<file path="config.mk">
export PLATFORM = sky130hd
export DESIGN_NAME = fetchTop
export DESIGN_NICKNAME = d
export VERILOG_FILES = /design/src/fetchPkg.sv /design/src/fetchQueue.sv /design/src/fetchTop.sv /design/src/icTile.sv /design/src/pcSequencer.sv
export SDC_FILE = /design/constraint.sdc
export NUM_CORES = 1
export LEC_CHECK = 0
export ABC_AREA = 1
export BUFFER_PORTS_ARGS = -buffer_cell sky130_fd_sc_hd__buf_2
export CAP_MARGIN = 20
export CORE_MARGIN = 2
export CORE_UTILIZATION = 55
export CTS_BUF_LIST = sky130_fd_sc_hd__clkbuf_4
export DETAILED_ROUTE_END_ITERATION = 8
export PLACE_DENSITY = 0.84
export SLEW_MARGIN = 20
export SYNTH_ARGS = -nofsm -noshare
export SYNTH_HDL_FRONTEND = slang
export SYNTH_SLANG_ARGS = --single-unit
</file>
<file path="constraint.sdc">
create_clock -name clock -period 9.3 [get_ports clock]
set_input_delay 0.93 -clock clock [delete_from_list [all_inputs] [get_ports clock]]
set_output_delay 0.93 -clock clock [all_outputs]
set_load 0.01 [all_outputs]
</file>
<file path="src/fetchPkg.sv">
`default_nettype none

package fetchPkg;

	// widths that carry a meaning
	typedef logic [19:0] pcAddr;		// byte address of an instruction
	typedef logic [16:0] granAddr;		// 8-byte granule, pc bits 19:3
	typedef logic [127:0] lineData;		// two granules, eight words
	typedef logic [15:0] instrWord;		// one 16-bit instruction
	typedef logic [2:0] wordIdx;		// word position inside a line
	typedef logic [1:0] memOk;			// response status from the tile port
	typedef logic [4:0] memOpm;			// request code to the tile port

	// response status codes
	localparam memOk MemOkReady = 2'h0;	// port idle
	localparam memOk MemOkOk = 2'h1;	// line valid this cycle
	localparam memOk MemOkHold = 2'h2;	// busy, keep waiting

	// request codes
	localparam memOpm OpmReady = 5'h00;	// no request
	localparam memOpm OpmRdTile = 5'h0F;	// read one 16-byte line

	// fetch address handling
	localparam pcAddr ResetPc = '0;		// first fetch after reset
	localparam pcAddr PcStep = 20'd2;	// one instruction word
	localparam int GranLsb = 3;			// granule offset bits in a pc

	// fetch queue geometry
	localparam int QueueDepth = 4;
	localparam int QueuePtrW = 2;		// log2 of QueueDepth

	typedef logic [QueuePtrW-1:0] queuePtr;
	typedef logic [QueuePtrW:0] queueCount;	// one extra bit to tell full from empty

	// line request toward the tile memory
	typedef struct packed
	{
		pcAddr addr;	// granule followed by three zero bits
		memOpm opm;
	} memReq;

	// line response from the tile memory
	typedef struct packed
	{
		lineData data;	// word k in bits 16k+15:16k
		memOk ok;
	} memResp;

	// one fetched instruction with its address, 36 bits
	typedef struct packed
	{
		pcAddr pc;
		instrWord word;
	} fetchEntry;

endpackage

`default_nettype wire

</file>
<file path="src/fetchQueue.sv">
`default_nettype none

module fetchQueue
(
	input wire logic clock,
	input wire logic arstN,
	input wire logic flush,					// empties the queue at the next edge
	input wire logic push,
	input wire fetchPkg::fetchEntry pushEntry,
	input wire logic take,					// pop strobe
	output logic full,
	output logic outValid,
	output fetchPkg::fetchEntry outEntry
);

	fetchPkg::fetchEntry slots [fetchPkg::QueueDepth];	// entry storage
	fetchPkg::queuePtr rdPtr;	// head slot
	fetchPkg::queuePtr wrPtr;	// next free slot
	fetchPkg::queueCount count;	// entries held

	logic doPush;
	logic doTake;

	// status and head are read straight from the registers
	always_comb
	begin
		full = (count == fetchPkg::queueCount'(fetchPkg::QueueDepth));
		outValid = (count != '0);
		outEntry = slots[rdPtr];
	end

	// a flush drops any push or take of the same cycle
	always_comb
	begin
		doPush = push && !full && !flush;
		doTake = take && outValid && !flush;
	end

	always_ff @(posedge clock or negedge arstN)
	begin
		if (!arstN)
		begin
			rdPtr <= '0;
			wrPtr <= '0;
			count <= '0;
		end
		else if (flush)
		begin
			rdPtr <= '0;
			wrPtr <= '0;
			count <= '0;
		end
		else
		begin
			// pointers wrap naturally, depth is a power of two
			if (doPush)
			begin
				wrPtr <= fetchPkg::queuePtr'(wrPtr + 1'b1);
			end
			if (doTake)
			begin
				rdPtr <= fetchPkg::queuePtr'(rdPtr + 1'b1);
			end

			case ({doPush, doTake})
				2'b10: count <= fetchPkg::queueCount'(count + 1'b1);
				2'b01: count <= fetchPkg::queueCount'(count - 1'b1);
				default: count <= count;	// idle, or push and take together
			endcase
		end
	end

	always_ff @(posedge clock)
	begin
		if (doPush)
		begin
			slots[wrPtr] <= pushEntry;
		end
	end

endmodule

`default_nettype wire

</file>
<file path="src/fetchTop.sv">
`default_nettype none

module fetchTop
(
	input wire logic clock,
	input wire logic arstN,
	input wire logic redirect,				// one-cycle strobe
	input wire fetchPkg::pcAddr redirectPc,
	input wire logic take,					// pop the queue head
	output fetchPkg::memReq req,			// line request to tile memory
	input wire fetchPkg::memResp resp,		// line response
	output logic outValid,
	output fetchPkg::fetchEntry outEntry
);

	fetchPkg::pcAddr fetchPc;		// current fetch address
	fetchPkg::instrWord word;		// word at fetchPc when wordOk
	logic wordOk;
	logic full;
	logic push;
	logic flush;
	fetchPkg::fetchEntry pushEntry;

	// accept only when the word is there, the queue has room and no redirect
	always_comb
	begin
		push = wordOk && !full && !redirect;
		flush = redirect;
		pushEntry.pc = fetchPc;
		pushEntry.word = word;
	end

	pcSequencer pcSequencer_inst
	(
		.clock(clock),
		.arstN(arstN),
		.redirect(redirect),
		.redirectPc(redirectPc),
		.wordOk(wordOk),
		.full(full),
		.fetchPc(fetchPc)
	);

	icTile icTile_inst
	(
		.clock(clock),
		.arstN(arstN),
		.fetchPc(fetchPc),
		.word(word),
		.wordOk(wordOk),
		.req(req),
		.resp(resp)
	);

	fetchQueue fetchQueue_inst
	(
		.clock(clock),
		.arstN(arstN),
		.flush(flush),
		.push(push),
		.pushEntry(pushEntry),
		.take(take),
		.full(full),
		.outValid(outValid),
		.outEntry(outEntry)
	);

endmodule

`default_nettype wire

</file>
<file path="src/icTile.sv">
`default_nettype none

module icTile
(
	input wire logic clock,
	input wire logic arstN,
	input wire fetchPkg::pcAddr fetchPc,
	output fetchPkg::instrWord word,
	output logic wordOk,
	output fetchPkg::memReq req,
	input wire fetchPkg::memResp resp
);

	// cached line
	fetchPkg::lineData lineBuf;		// payload, valid only with lineReady
	fetchPkg::granAddr lineGran;	// granule of the low half
	logic lineReady;

	// outstanding line request
	fetchPkg::memReq reqReg;

	// lookup terms
	fetchPkg::granAddr pcGran;		// granule the pc falls in
	fetchPkg::granAddr nextGran;	// granule of the high half
	logic inLow;
	logic inHigh;
	logic hit;
	fetchPkg::wordIdx wordSel;

	// request tracking
	logic reqBusy;
	logic lineArrives;
	logic startReq;

	always_comb
	begin
		pcGran = fetchPc[$bits(fetchPkg::pcAddr)-1:fetchPkg::GranLsb];
		nextGran = fetchPkg::granAddr'(lineGran + 1'b1);
		inLow = (pcGran == lineGran);
		inHigh = (pcGran == nextGran);
		hit = lineReady && (inLow || inHigh);

		// high half of the line when the pc is not in the low granule
		wordSel = {!inLow, fetchPc[2:1]};
	end

	// word select is purely combinational
	always_comb
	begin
		word = lineBuf[wordSel * $bits(fetchPkg::instrWord) +: $bits(fetchPkg::instrWord)];
		wordOk = hit;
	end

	always_comb
	begin
		reqBusy = (reqReg.opm == fetchPkg::OpmRdTile);
		lineArrives = reqBusy && (resp.ok == fetchPkg::MemOkOk);

		// a miss in either half reloads starting at the pc's own granule,
		// so the line then covers this granule and the one after it
		startReq = !reqBusy && !hit;
	end

	// request and ready bit
	always_ff @(posedge clock or negedge arstN)
	begin
		if (!arstN)
		begin
			lineReady <= 1'b0;
			reqReg.addr <= '0;
			reqReg.opm <= fetchPkg::OpmReady;
		end
		else if (lineArrives)
		begin
			lineReady <= 1'b1;	// hit available next cycle
			reqReg.opm <= fetchPkg::OpmReady;
		end
		else if (startReq)
		begin
			lineReady <= 1'b0;
			reqReg.addr <= {pcGran, 3'b000};
			reqReg.opm <= fetchPkg::OpmRdTile;
		end
	end

	// line payload and its granule
	always_ff @(posedge clock)
	begin
		if (lineArrives)
		begin
			lineBuf <= resp.data;
			// granule from the held request, the pc may have moved meanwhile
			lineGran <= reqReg.addr[$bits(fetchPkg::pcAddr)-1:fetchPkg::GranLsb];
		end
	end

	assign req = reqReg;	// address held stable until the ok pulse

endmodule

`default_nettype wire

</file>
<file path="src/pcSequencer.sv">
`default_nettype none

module pcSequencer
(
	input wire logic clock,
	input wire logic arstN,
	input wire logic redirect,				// one-cycle strobe
	input wire fetchPkg::pcAddr redirectPc,
	input wire logic wordOk,				// tile has the word at fetchPc
	input wire logic full,					// queue cannot take another entry
	output fetchPkg::pcAddr fetchPc
);

	logic accept;				// word goes into the queue this cycle
	fetchPkg::pcAddr stepPc;	// address of the following word
	fetchPkg::pcAddr nextPc;

	// the tile answers combinationally, so an accept is
	// decided in the same cycle the pc is presented
	always_comb
	begin
		accept = wordOk && !full;
		stepPc = fetchPc + fetchPkg::PcStep;
	end

	always_comb
	begin
		nextPc = fetchPc;	// hold on miss or back-pressure
		if (redirect)
		begin
			nextPc = redirectPc;	// redirect wins over a pending accept
		end
		else if (accept)
		begin
			nextPc = stepPc;
		end
	end

	always_ff @(posedge clock or negedge arstN)
	begin
		if (!arstN)
		begin
			fetchPc <= fetchPkg::ResetPc;
		end
		else
		begin
			fetchPc <= nextPc;
		end
	end

endmodule

`default_nettype wire

</file>
* Word level (Yosys, flattened, before mapping) *
Memories as Yosys holds them, arrays and structs flattened.
Index checks and enable logic that the tools add are counted.

storage, ports and cells
  flip-flop bits (word level) = 195
  RAM bits = 144
  bits of input ports = 154
  logic and storage cells = 61
  memories kept = 1

memories
  memory                 depth  width  rd ports  clocked after Yosys merged registers in  write ports  line              text
  fetchQueue_inst.slots  4      36     1         0                                        1            fetchQueue.sv:16  fetchPkg::fetchEntry slots [fetchPkg::QueueDepth];

cells by class
  add/sub/neg operators = 6
  eq/ne operators = 7
  shifts and indexed selects = 1
  muxes and demuxes = 14
  bitwise operators = 1
  reductions and logical operators = 22

operator list
  operator                                                             number
  128-bit by 8-bit variable part select with 16-bit output             1
  20-bit 2-to-1 mux                                                    2
  17-bit == test                                                       2
  20-bit by 2-bit adder with 20-bit output (second input constant)     1
  17-bit by 1-bit adder with 17-bit output (second input constant)     1
  5-bit 2-to-1 mux                                                     2
  1-bit logical AND                                                    9
  2-bit 2-to-1 mux                                                     4
  2-bit nonzero test                                                   4
  3-bit case mux with 2 select lines                                   1
  3-bit nonzero test                                                   2
  5-bit by 4-bit == test with 1-bit output (second input constant)     1
  1-bit logical NOT                                                    5
  2-bit by 1-bit adder with 2-bit output (second input constant)       2
  2-bit by 1-bit == test with 1-bit output (second input constant)     2
  1-bit 2-to-1 mux                                                     4
  3-bit by 1-bit adder with 3-bit output (second input constant)       1
  3-bit == test (second input constant)                                1
  3-bit 2-to-1 mux                                                     1
  3-bit by 1-bit subtractor with 3-bit output (second input constant)  1
  2-bit == test (second input constant)                                1
  2-bit AND reduction                                                  1
  1-bit logical OR                                                     1
  1-bit NOT                                                            1

* Logic depth before layout (Yosys ltp) *
Gate-level depths: netlist (run 1).

  depth in word-level cells = 11
  depth in mapped cells = 18
  gate-level depth less buffers = 18

* By module *
From an unflattened synthesis (run 1), not the netlist that was laid out.

second synthesis, totals
  cell total of the unflattened synthesis = 1,274
  area total of the unflattened synthesis = 14,415.1 um^2

by module, submodules not included
  module       instances  cells an instance  area an instance (um^2)
  icTile       1          645                7,233.2
  fetchQueue   1          413                5,780.5
  pcSequencer  1          213                1,387.6
  fetchTop     1          3                  13.8

* Worst setup path after synthesis (run 1) *
Ideal clock, no wire load.

  path kind = input to register
  start = input port resp[1] in the netlist's numbering
  end = register icTile_inst.reqReg, in the netlist icTile_inst.req[2]
  arrival time = 7.364 ns
  data required time = 8.875 ns
  setup slack = 1.511 ns
  stages on the path = 4
  buffers on the path = 0
  cells stage by stage = inv_1 -> nand2_1 -> nor2_1 -> o21ai_0

between the ends
  cells in the longest elaborated chain, start to end = 3
  elaborated cells on any way between the ends = 4
  those cells by class = 1 x eq/ne; 1 x mux; 2 x reduce/logical

ends and longest elaborated chain
  element                                                        line            text
  from (decl)                                                    fetchTop.sv:11  input wire fetchPkg::memResp resp,
  2-bit by 1-bit == test with 1-bit output *                     icTile.sv:57    lineArrives = reqBusy && (resp.ok == fetchPkg::MemOkOk);
  1-bit logical AND *                                            icTile.sv:57
  net icTile_inst.lineArrives                                    icTile.sv:32    logic lineArrives;
  5-bit 2-to-1 mux / 2-bit nonzero test (equally long branches)  -
  to (decl)                                                      icTile.sv:20    fetchPkg::memReq reqReg;

The timed path passes the listed nets; every way through them passes the cells marked *.
A chain may end at the register's enable or synchronous reset.

==> results.rst, run 1 <==
.. list-table::
   :header-rows: 1

   * - Metric
     - Value
   * - Start-to-end type of the worst setup path
     - flop to output pin
   * - TritonCTS clock tree
     - done
   * - Final cell count without fillers
     - 1,824
   * - Cell count after synthesis
     - 1,179
   * - Post-route clock period utilization
     - 0.481
   * - Number of global-route vias before repair
     - 10,100
   * - Maximum number of pins on one net before global-route repair
     - 75
   * - Post-DP HPWL
     - 21,900 microns
   * - Synth-to-layout area growth
     - 18.1%
   * - Sum of buffers and inverters on the critical path
     - 3
   * - Syn. warnings
     - 0
   * - Cell area after layout
     - 0.0164 sq mm
   * - Fin crit period
     - 4470 ps
   * - Fraction of synthesis flops using an asynchronous set or reset pin
     - 0.137
   * - FF-to-FF End
     - fetchQueue_inst.slots[3][22]
   * - Most instantiated library cell after synthesis
     - sky130_fd_sc_hd__edfxtp_1
   * - Std cell rows
     - 58
   * - Crit start category
     - flop
   * - Post-synthesis cell type count
     - 39
   * - Standard cell with the maximum stage delay on the critical path
     - sky130_fd_sc_hd__clkinv_2
   * - Sequential element share of the synthesized area
     - 0.709
   * - EDFF count, synth
     - 289
   * - Final clock skew
     - 41.5 ps
   * - Type of destination of the critical path
     - output pin
   * - Number of optimization iterations in the first detailed-route pass
     - 5
   * - Clock tree root buffer cell
     - sky130_fd_sc_hd__clkbuf_4
   * - Worst reg-to-reg setup slack
     - 5630 ps
   * - Initial cell density of the core
     - 0.556
   * - Number of slew-limit violations in the final report
     - 0
   * - Number of gates resized after CTS
     - 0
   * - Initial antenna violation count
     - 5
   * - Routed Wire Length
     - 34,000 microns
   * - Count of vias placed by the detailed router
     - 10,100
   * - Iteration-0 DRC count of the detailed router
     - 953
   * - Launch instance of the worst register-to-register path
     - pcSequencer_inst.fetchPc[11]
   * - Most instantiated flip-flop cell in the synthesis netlist
     - sky130_fd_sc_hd__edfxtp_1
   * - H-tree depth reported by CTS
     - 3
   * - Largest vdd supply drop
     - 0.149 mV
   * - Required arrival time at the worst endpoint
     - 8370 ps
   * - Cell taking the most area after synthesis
     - sky130_fd_sc_hd__edfxtp_1
   * - Max frequency
     - 224 MHz
   * - Horizontal die dimension
     - 163 microns
   * - Global-route total usage across every layer
     - 0.260
   * - Detailed-route vias per instance
     - 5.56
   * - # DRC
     - 0
   * - TritonCTS Buffers
     - 79
   * - Number of sinks driven by the clock tree
     - 335
   * - Highest fanout seen on the critical path
     - 74
   * - Placed Instance Area
     - 0.0152 sq mm
   * - Power per unit of standard cell area
     - 236 mW/mm^2
   * - Synth Area per Inst
     - 11.8 sq um
   * - Depth of the worst register-to-register path
     - 14
   * - Placed instance count
     - 1,670
   * - Number of buffers added for setup after CTS
     - 0
   * - Placer Congestion
     - 0.935
   * - Vertical extent of the die
     - 163 microns
   * - Count of boundary I/O pins
     - 216
   * - Ranking of synthesized cells by instance count
     - sky130_fd_sc_hd__edfxtp_1 (289), sky130_fd_sc_hd__nor2_1 (221), sky130_fd_sc_hd__o21ai_0 (158)
   * - Number of routed nets with antenna violations
     - 0
   * - Clock-pin slew of the registers on the worst-case setup and hold paths
     - 70 ps
   * - Critical path's top delay family
     - buffers and inverters
   * - Data arrival time of the critical path
     - 3540 ps
   * - Actual transition at the worst max-transition pin
     - 1070 ps
   * - Share of post-route cells with drive strength above 1
     - 0.262
   * - Critical path cell sequence
     - buf_4 > clkinv_2 > o21ai_0 > o22ai_1 > buf_2
   * - Source-to-sink clock delay at the later pin of the worst-skew pair
     - 710 ps
   * - Max-cap violations
     - 0
   * - Area contributors post-synth
     - sky130_fd_sc_hd__edfxtp_1 (63%), sky130_fd_sc_hd__dfrtp_1 (8.3%), sky130_fd_sc_hd__nor2_1 (6.0%)
   * - Fraction of synthesized cell area taken by the top area cell type
     - 0.626
   * - Status
     - completed
   * - Slew headroom
     - 0.284
   * - Input/output buffers
     - 211
   * - Core region area
     - 0.0250 sq mm
   * - Global-route wire length before repair
     - 52,600 microns
   * - Overflow left after global routing
     - 0
   * - Hold crit path type
     - input pin to async pin
   * - Final #Nets
     - 1,585
   * - Largest stage delay, worst path
     - 910 ps
   * - Full die area
     - 0.0265 sq mm
   * - Per-cell routed wire length
     - 18.6 microns
   * - Setup repair after global routing missed its margin
     - no
   * - Leakage power total
     - 0.00639 uW
   * - Final setup TNS
     - 0 ps
   * - Yosys reg bits
     - 335
   * - Post-synth design cell area
     - 0.0139 sq mm
   * - Max clock buf depth
     - 3
   * - Final setup vio count
     - 0
   * - Cts hold-fix bufs
     - 0
   * - Hold Vio Cnt, Final
     - 0
report_power, final:
group          switching [uW]  leakage, uW  total (uW)  internal [uW]
sequential               95.0      0.00321        1890           1800
combinational             505      0.00255         741            237
clock                     570     0.000637        1230            664
total                    1170      0.00639        3870           2700
final cells by class:
type	count	area, sq um
tap	330	413
clock buffer	124	931
clock inverter	21	141
antenna	6	15.0
multi-input combinational	717	3560
fill	1859	8570
inverter	67	253
timing repair buffer	224	1240
sequential	335	9830
cells by family after synthesis:
family	synth area share
other	0.000270
adder cells (fa/ha/maj)	0.00685
AND/OR/NAND/NOR	0.127
buffers and inverters	0.0385
AO/OA/AOI/OAI	0.104
XOR/XNOR	0.0152
flip-flops	0.709
sequential cells by signal (all words and copies together), names as in the netlist:
| name | count |
|---|---|
| fetchQueue_inst.count | 3 |
| icTile_inst.lineBuf | 128 |
| fetchQueue_inst.wrPtr | 2 |
| fetchQueue_inst.slots | 144 |
| icTile_inst.req | 18 |
| icTile_inst.lineGran | 17 |
| icTile_inst.lineReady | 1 |
| fetchQueue_inst.rdPtr | 2 |
| pcSequencer_inst.fetchPc | 20 |
worst max path at each step:
stage / slack (ps) / cells past startpoint / start / to
2_1_floorplan: 1510 / 4 / resp[1] / icTile_inst.req[2]
6_report: 4830 / 5 / fetchQueue_inst.rdPtr[0] / outEntry[33]
3_5_place_dp: 5420 / 13 / pcSequencer_inst.fetchPc[15] / fetchQueue_inst.slots[2][16]
3_3_place_gp: 5500 / 11 / pcSequencer_inst.fetchPc[12] / fetchQueue_inst.slots[3][2]
4_1_cts: 5260 / 5 / fetchQueue_inst.rdPtr[0] / outEntry[33]
5_1_grt: 4620 / 5 / fetchQueue_inst.rdPtr[0] / outEntry[33]
per-layer routing:
metal  up-vias  global-route usage  share of wire
met5         -                   0              0
met4         0               0.138          0.040
met3        90              0.0514          0.076
met2       496               0.404           0.47
met1      4865               0.349           0.41
li1       4689                   -              -
cell usage in the layout, fill, tap and decap left out, types with 19 or more instances in the layout:
master                     Yosys  final
sky130_fd_sc_hd__buf_2         7    210
sky130_fd_sc_hd__clkbuf_4      0    124
sky130_fd_sc_hd__dfrtp_1      46     44
sky130_fd_sc_hd__edfxtp_1    289    289
sky130_fd_sc_hd__inv_1        60     58
sky130_fd_sc_hd__nand2_1     143    143
sky130_fd_sc_hd__nand3_1      28     28
sky130_fd_sc_hd__nor2_1      221    215
sky130_fd_sc_hd__o21ai_0     158    158
sky130_fd_sc_hd__o22ai_1      53     53
sky130_fd_sc_hd__xor2_1       19     19
per-stage QoR:
stage	utilization	worst slack, ps	total power (uW)	hold slack (ps)
floorplan	-	1510	2370	476
global placement	0.608	5500	2640	450
detailed placement	0.610	5420	2660	464
CTS	0.652	5260	3880	358
global route	0.656	4620	4060	285
finish	0.657	4830	3870	238
Power figures use the tool's default switching activity.
==> run 2: changes to the inputs <==
==> constraint.sdc (replaced) <==
create_clock -name clock -period 4.7 [get_ports clock]
set_input_delay 0.47 -clock clock [delete_from_list [all_inputs] [get_ports clock]]
set_output_delay 0.47 -clock clock [all_outputs]
set_load 0.01 [all_outputs]
==> run 2 against run 1 <==
Worst setup slack worse by 3800 ps. Register-to-register slack worse by 4600 ps. Via count is 9.5% higher. Global-route usage is 5.1 points higher. Highest routed layer unchanged. Sequential power is 99% higher. Clock skew is 4.1 ps higher. Largest power group unchanged.
==> results.rst, run 2 (synthesized netlist as in run 1, its figures left out) <==
.. list-table::
   :header-rows: 1

   * - Metric
     - Value
   * - Slew headroom
     - 0.261 (-0.0235)
   * - Cell area after layout
     - 0.0176 sq mm (+7.7%)
   * - Data arrival time of the critical path
     - 3930 ps (+390 ps)
   * - Leakage power total
     - 0.00693 uW (+8.4%)
   * - TritonCTS clock tree
     - done
   * - Global-route wire length before repair
     - 61,400 microns (+17%)
   * - Hold Vio Cnt, Final
     - 0 (unchanged)
   * - Type of destination of the critical path
     - flop
   * - Iteration-0 DRC count of the detailed router
     - 1,186 (+24%)
   * - Clock tree root buffer cell
     - sky130_fd_sc_hd__clkbuf_4
   * - Detailed-route vias per instance
     - 5.68 (+2.1%)
   * - Initial cell density of the core
     - 0.556 (unchanged)
   * - Input/output buffers
     - 211 (unchanged)
   * - Routed metal-1 wirelength
     - 14,600 microns (+5.4%)
   * - Number of sinks driven by the clock tree
     - 335 (unchanged)
   * - Startpoint of the most critical setup path
     - pcSequencer_inst.fetchPc[13]
   * - Final clock skew
     - 45.7 ps (+4.11 ps)
   * - Post-route clock period utilization
     - 0.774
   * - Launch point of the worst hold path
     - redirectPc[18]
   * - Status
     - completed
   * - Crit start category
     - flop
   * - Full die area
     - 0.0265 sq mm (unchanged)
   * - Final #Nets
     - 1,718 (+8.4%)
   * - Final setup TNS
     - 0 ps (unchanged)
   * - Switching share of power
     - 0.315 (+0.0123)
   * - Max-cap violations
     - 0 (unchanged)
   * - Placer Congestion
     - 0.913 (-2.3%)
   * - Switching power summed over all nets
     - 2490 uW (+110%)
   * - Most used cells in the layout excluding fill and tap cells
     - sky130_fd_sc_hd__edfxtp_1 (289), sky130_fd_sc_hd__nor2_1 (215), sky130_fd_sc_hd__buf_2 (211)
   * - Horizontal die dimension
     - 163 microns (unchanged)
   * - Hold crit path type
     - input pin to flop
   * - Worst hold slack across all endpoints
     - 46.8 ps (-191 ps)
   * - Vertical extent of the die
     - 163 microns (unchanged)
   * - Setup repair after global routing missed its margin
     - no
   * - Overflow left after global routing
     - 0 (unchanged)
   * - Final setup vio count
     - 0 (unchanged)
   * - Maximum number of pins on one net before global-route repair
     - 136 (+81%)
   * - Post-DP HPWL
     - 22,200 microns (+0.97%)
   * - Top reg by flops
     - fetchQueue_inst.slots
   * - Sequential share of power
     - 0.477 (-0.012)
   * - Start-to-end type of the worst setup path
     - flop to flop
   * - Count of boundary I/O pins
     - 216 (unchanged)
   * - Core region area
     - 0.0250 sq mm (unchanged)
   * - Largest vdd supply drop
     - 0.431 mV (+190%)
   * - H-tree depth reported by CTS
     - 3 (unchanged)
   * - Depth of the worst register-to-register path
     - 13 (-1)
   * - Uppermost layer routed
     - met4
   * - Global-route total usage across every layer
     - 0.311 (+0.0510)
   * - Required arrival time at the worst endpoint
     - 4990 ps (-3380 ps)
   * - Source-to-sink clock delay at the later pin of the worst-skew pair
     - 690 ps (-20 ps)
   * - Sum of met2 wire segment lengths after detailed routing
     - 20,100 microns (+25%)
   * - Routed Wire Length
     - 40,900 microns (+20%)
   * - Total met3 wirelength after detailed routing
     - 3780 microns (+45%)
   * - Per-cell routed wire length
     - 20.9 microns (+12%)
   * - Power per unit of standard cell area
     - 448 mW/mm^2 (+90%)
   * - Max frequency
     - 275 MHz
   * - Number of optimization iterations in the first detailed-route pass
     - 8 (+3)
   * - Actual transition at the worst max-transition pin
     - 1100 ps (+29.6 ps)
   * - Placed Instance Area
     - 0.0152 sq mm (about the same)
   * - Highest fanout seen on the critical path
     - 36 (-51%)
   * - Share of post-route cells with drive strength above 1
     - 0.240 (-0.0223)
   * - Top Registers
     - fetchQueue_inst.slots (144), icTile_inst.lineBuf (128), pcSequencer_inst.fetchPc (20)
   * - Tot Pwr
     - 7910 uW (+100%)
   * - Synth-to-layout area growth
     - 27.2%
   * - Clock-pin slew of the registers on the worst-case setup and hold paths
     - 80 ps (about the same)
   * - Fin crit period
     - 3640 ps
   * - Initial antenna violation count
     - 4 (-1)
   * - Commonest non-fill, non-tap cell in the layout
     - sky130_fd_sc_hd__edfxtp_1
   * - TritonCTS Buffers
     - 81 (+2.5%)
   * - Number of slew-limit violations in the final report
     - 0 (unchanged)
   * - # DRC
     - 0 (unchanged)
   * - Number of gates resized after CTS
     - 0 (unchanged)
   * - Number of cells traversed by the worst hold path
     - 3
   * - Max clock buf depth
     - 3 (unchanged)
   * - Std cell rows
     - 58 (unchanged)
   * - Flip-flop count of the largest register, all copies and words added
     - 144 (unchanged)
   * - Share of power burned in combinational logic
     - 0.203 (+0.011)
   * - Internal cell power
     - 5420 uW (+100%)
   * - Number of routed nets with antenna violations
     - 0 (unchanged)
   * - Count of vias placed by the detailed router
     - 11,100 (+9.5%)
   * - Launch instance of the worst register-to-register path
     - pcSequencer_inst.fetchPc[13]
   * - Fraction of power consumed by the clock network
     - 0.320 (about the same)
   * - Number of global-route vias before repair
     - 11,300 (+12%)
## run 2: changes by cell type in the layout (fill, tap and decap cells not counted), sizes merged
cell	delta
buf	-1
clkbuf	-1
clkinv	+7
clkinvlp	-1
diode	-3
dlygate4sd3	+132
inv	-2
## run 2: repair_timing
| action | in CTS | in global routing |
|---|---|---|
| hold endpoints to repair | 177 | 0 |
| buffers inserted | 0 | 0 |
| hold buffers | 132 | 0 |
## run 2: area by class of cell
type	instances	area, sq um
Sequential cell	335	9830
Timing Repair Buffer	355	2500
Multi-Input combinational cell	717	3560
Clock inverter	25	155
Inverter	67	254
Clock buffer	123	923
Tap cell	330	413
Fill cell	1676	7320
Antenna cell	3	7.51
## run 2: critical path: stages, from the launching register on
cell and delay, ps:
sky130_fd_sc_hd__dfrtp_1 560, sky130_fd_sc_hd__inv_2 110, sky130_fd_sc_hd__nand2_1 70, sky130_fd_sc_hd__nand2_1 130, sky130_fd_sc_hd__nor3_1 230, sky130_fd_sc_hd__nand3_1 130, sky130_fd_sc_hd__nor2_2 90, sky130_fd_sc_hd__buf_4 350
sky130_fd_sc_hd__o21bai_4 230, sky130_fd_sc_hd__nand3_4 160, sky130_fd_sc_hd__nor2_4 350, sky130_fd_sc_hd__inv_2 230, sky130_fd_sc_hd__nor2_4 120, sky130_fd_sc_hd__buf_4 450
## run 2: final timing paths
kind	to	slack, ps
setup reg to reg	fetchQueue_inst.slots[1][15]	1060
min in group asynchronous	icTile_inst.req[20]	450
hold reg to reg	icTile_inst.lineGran[12]	490
max in group asynchronous	pcSequencer_inst.fetchPc[1]	3770
setup / recovery	fetchQueue_inst.slots[1][15]	1060
hold / removal	pcSequencer_inst.fetchPc[18]	50
## run 2: power groups by stage
stage | sequential, uW | clock (uW) | combinational [uW]
6_report | 3770 | 2530 | 1600
5_1_grt | 3790 | 2710 | 1750
4_1_cts | 3750 | 2480 | 1550
3_5_place_dp | 3810 | 0 | 1460
3_3_place_gp | 3800 | 0 | 1430
2_1_floorplan | 3780 | 0 | 884
## run 2: through the flow
step,std cells,setup WS [ps],util
6_report,1955,1060,0.707
5_1_grt,1955,940,0.707
4_1_cts,1951,1170,0.705
3_5_place_dp,1671,1230,0.609
3_3_place_gp,1671,1310,0.609
2_1_floorplan,1182,970,-
## run 2: layer usage
layer / GRT usage / up-vias
li1: - / 4972
met1: 0.378 / 5275
met2: 0.512 / 692
met3: 0.0726 / 162
met4: 0.179 / 0
met5: 0 / -
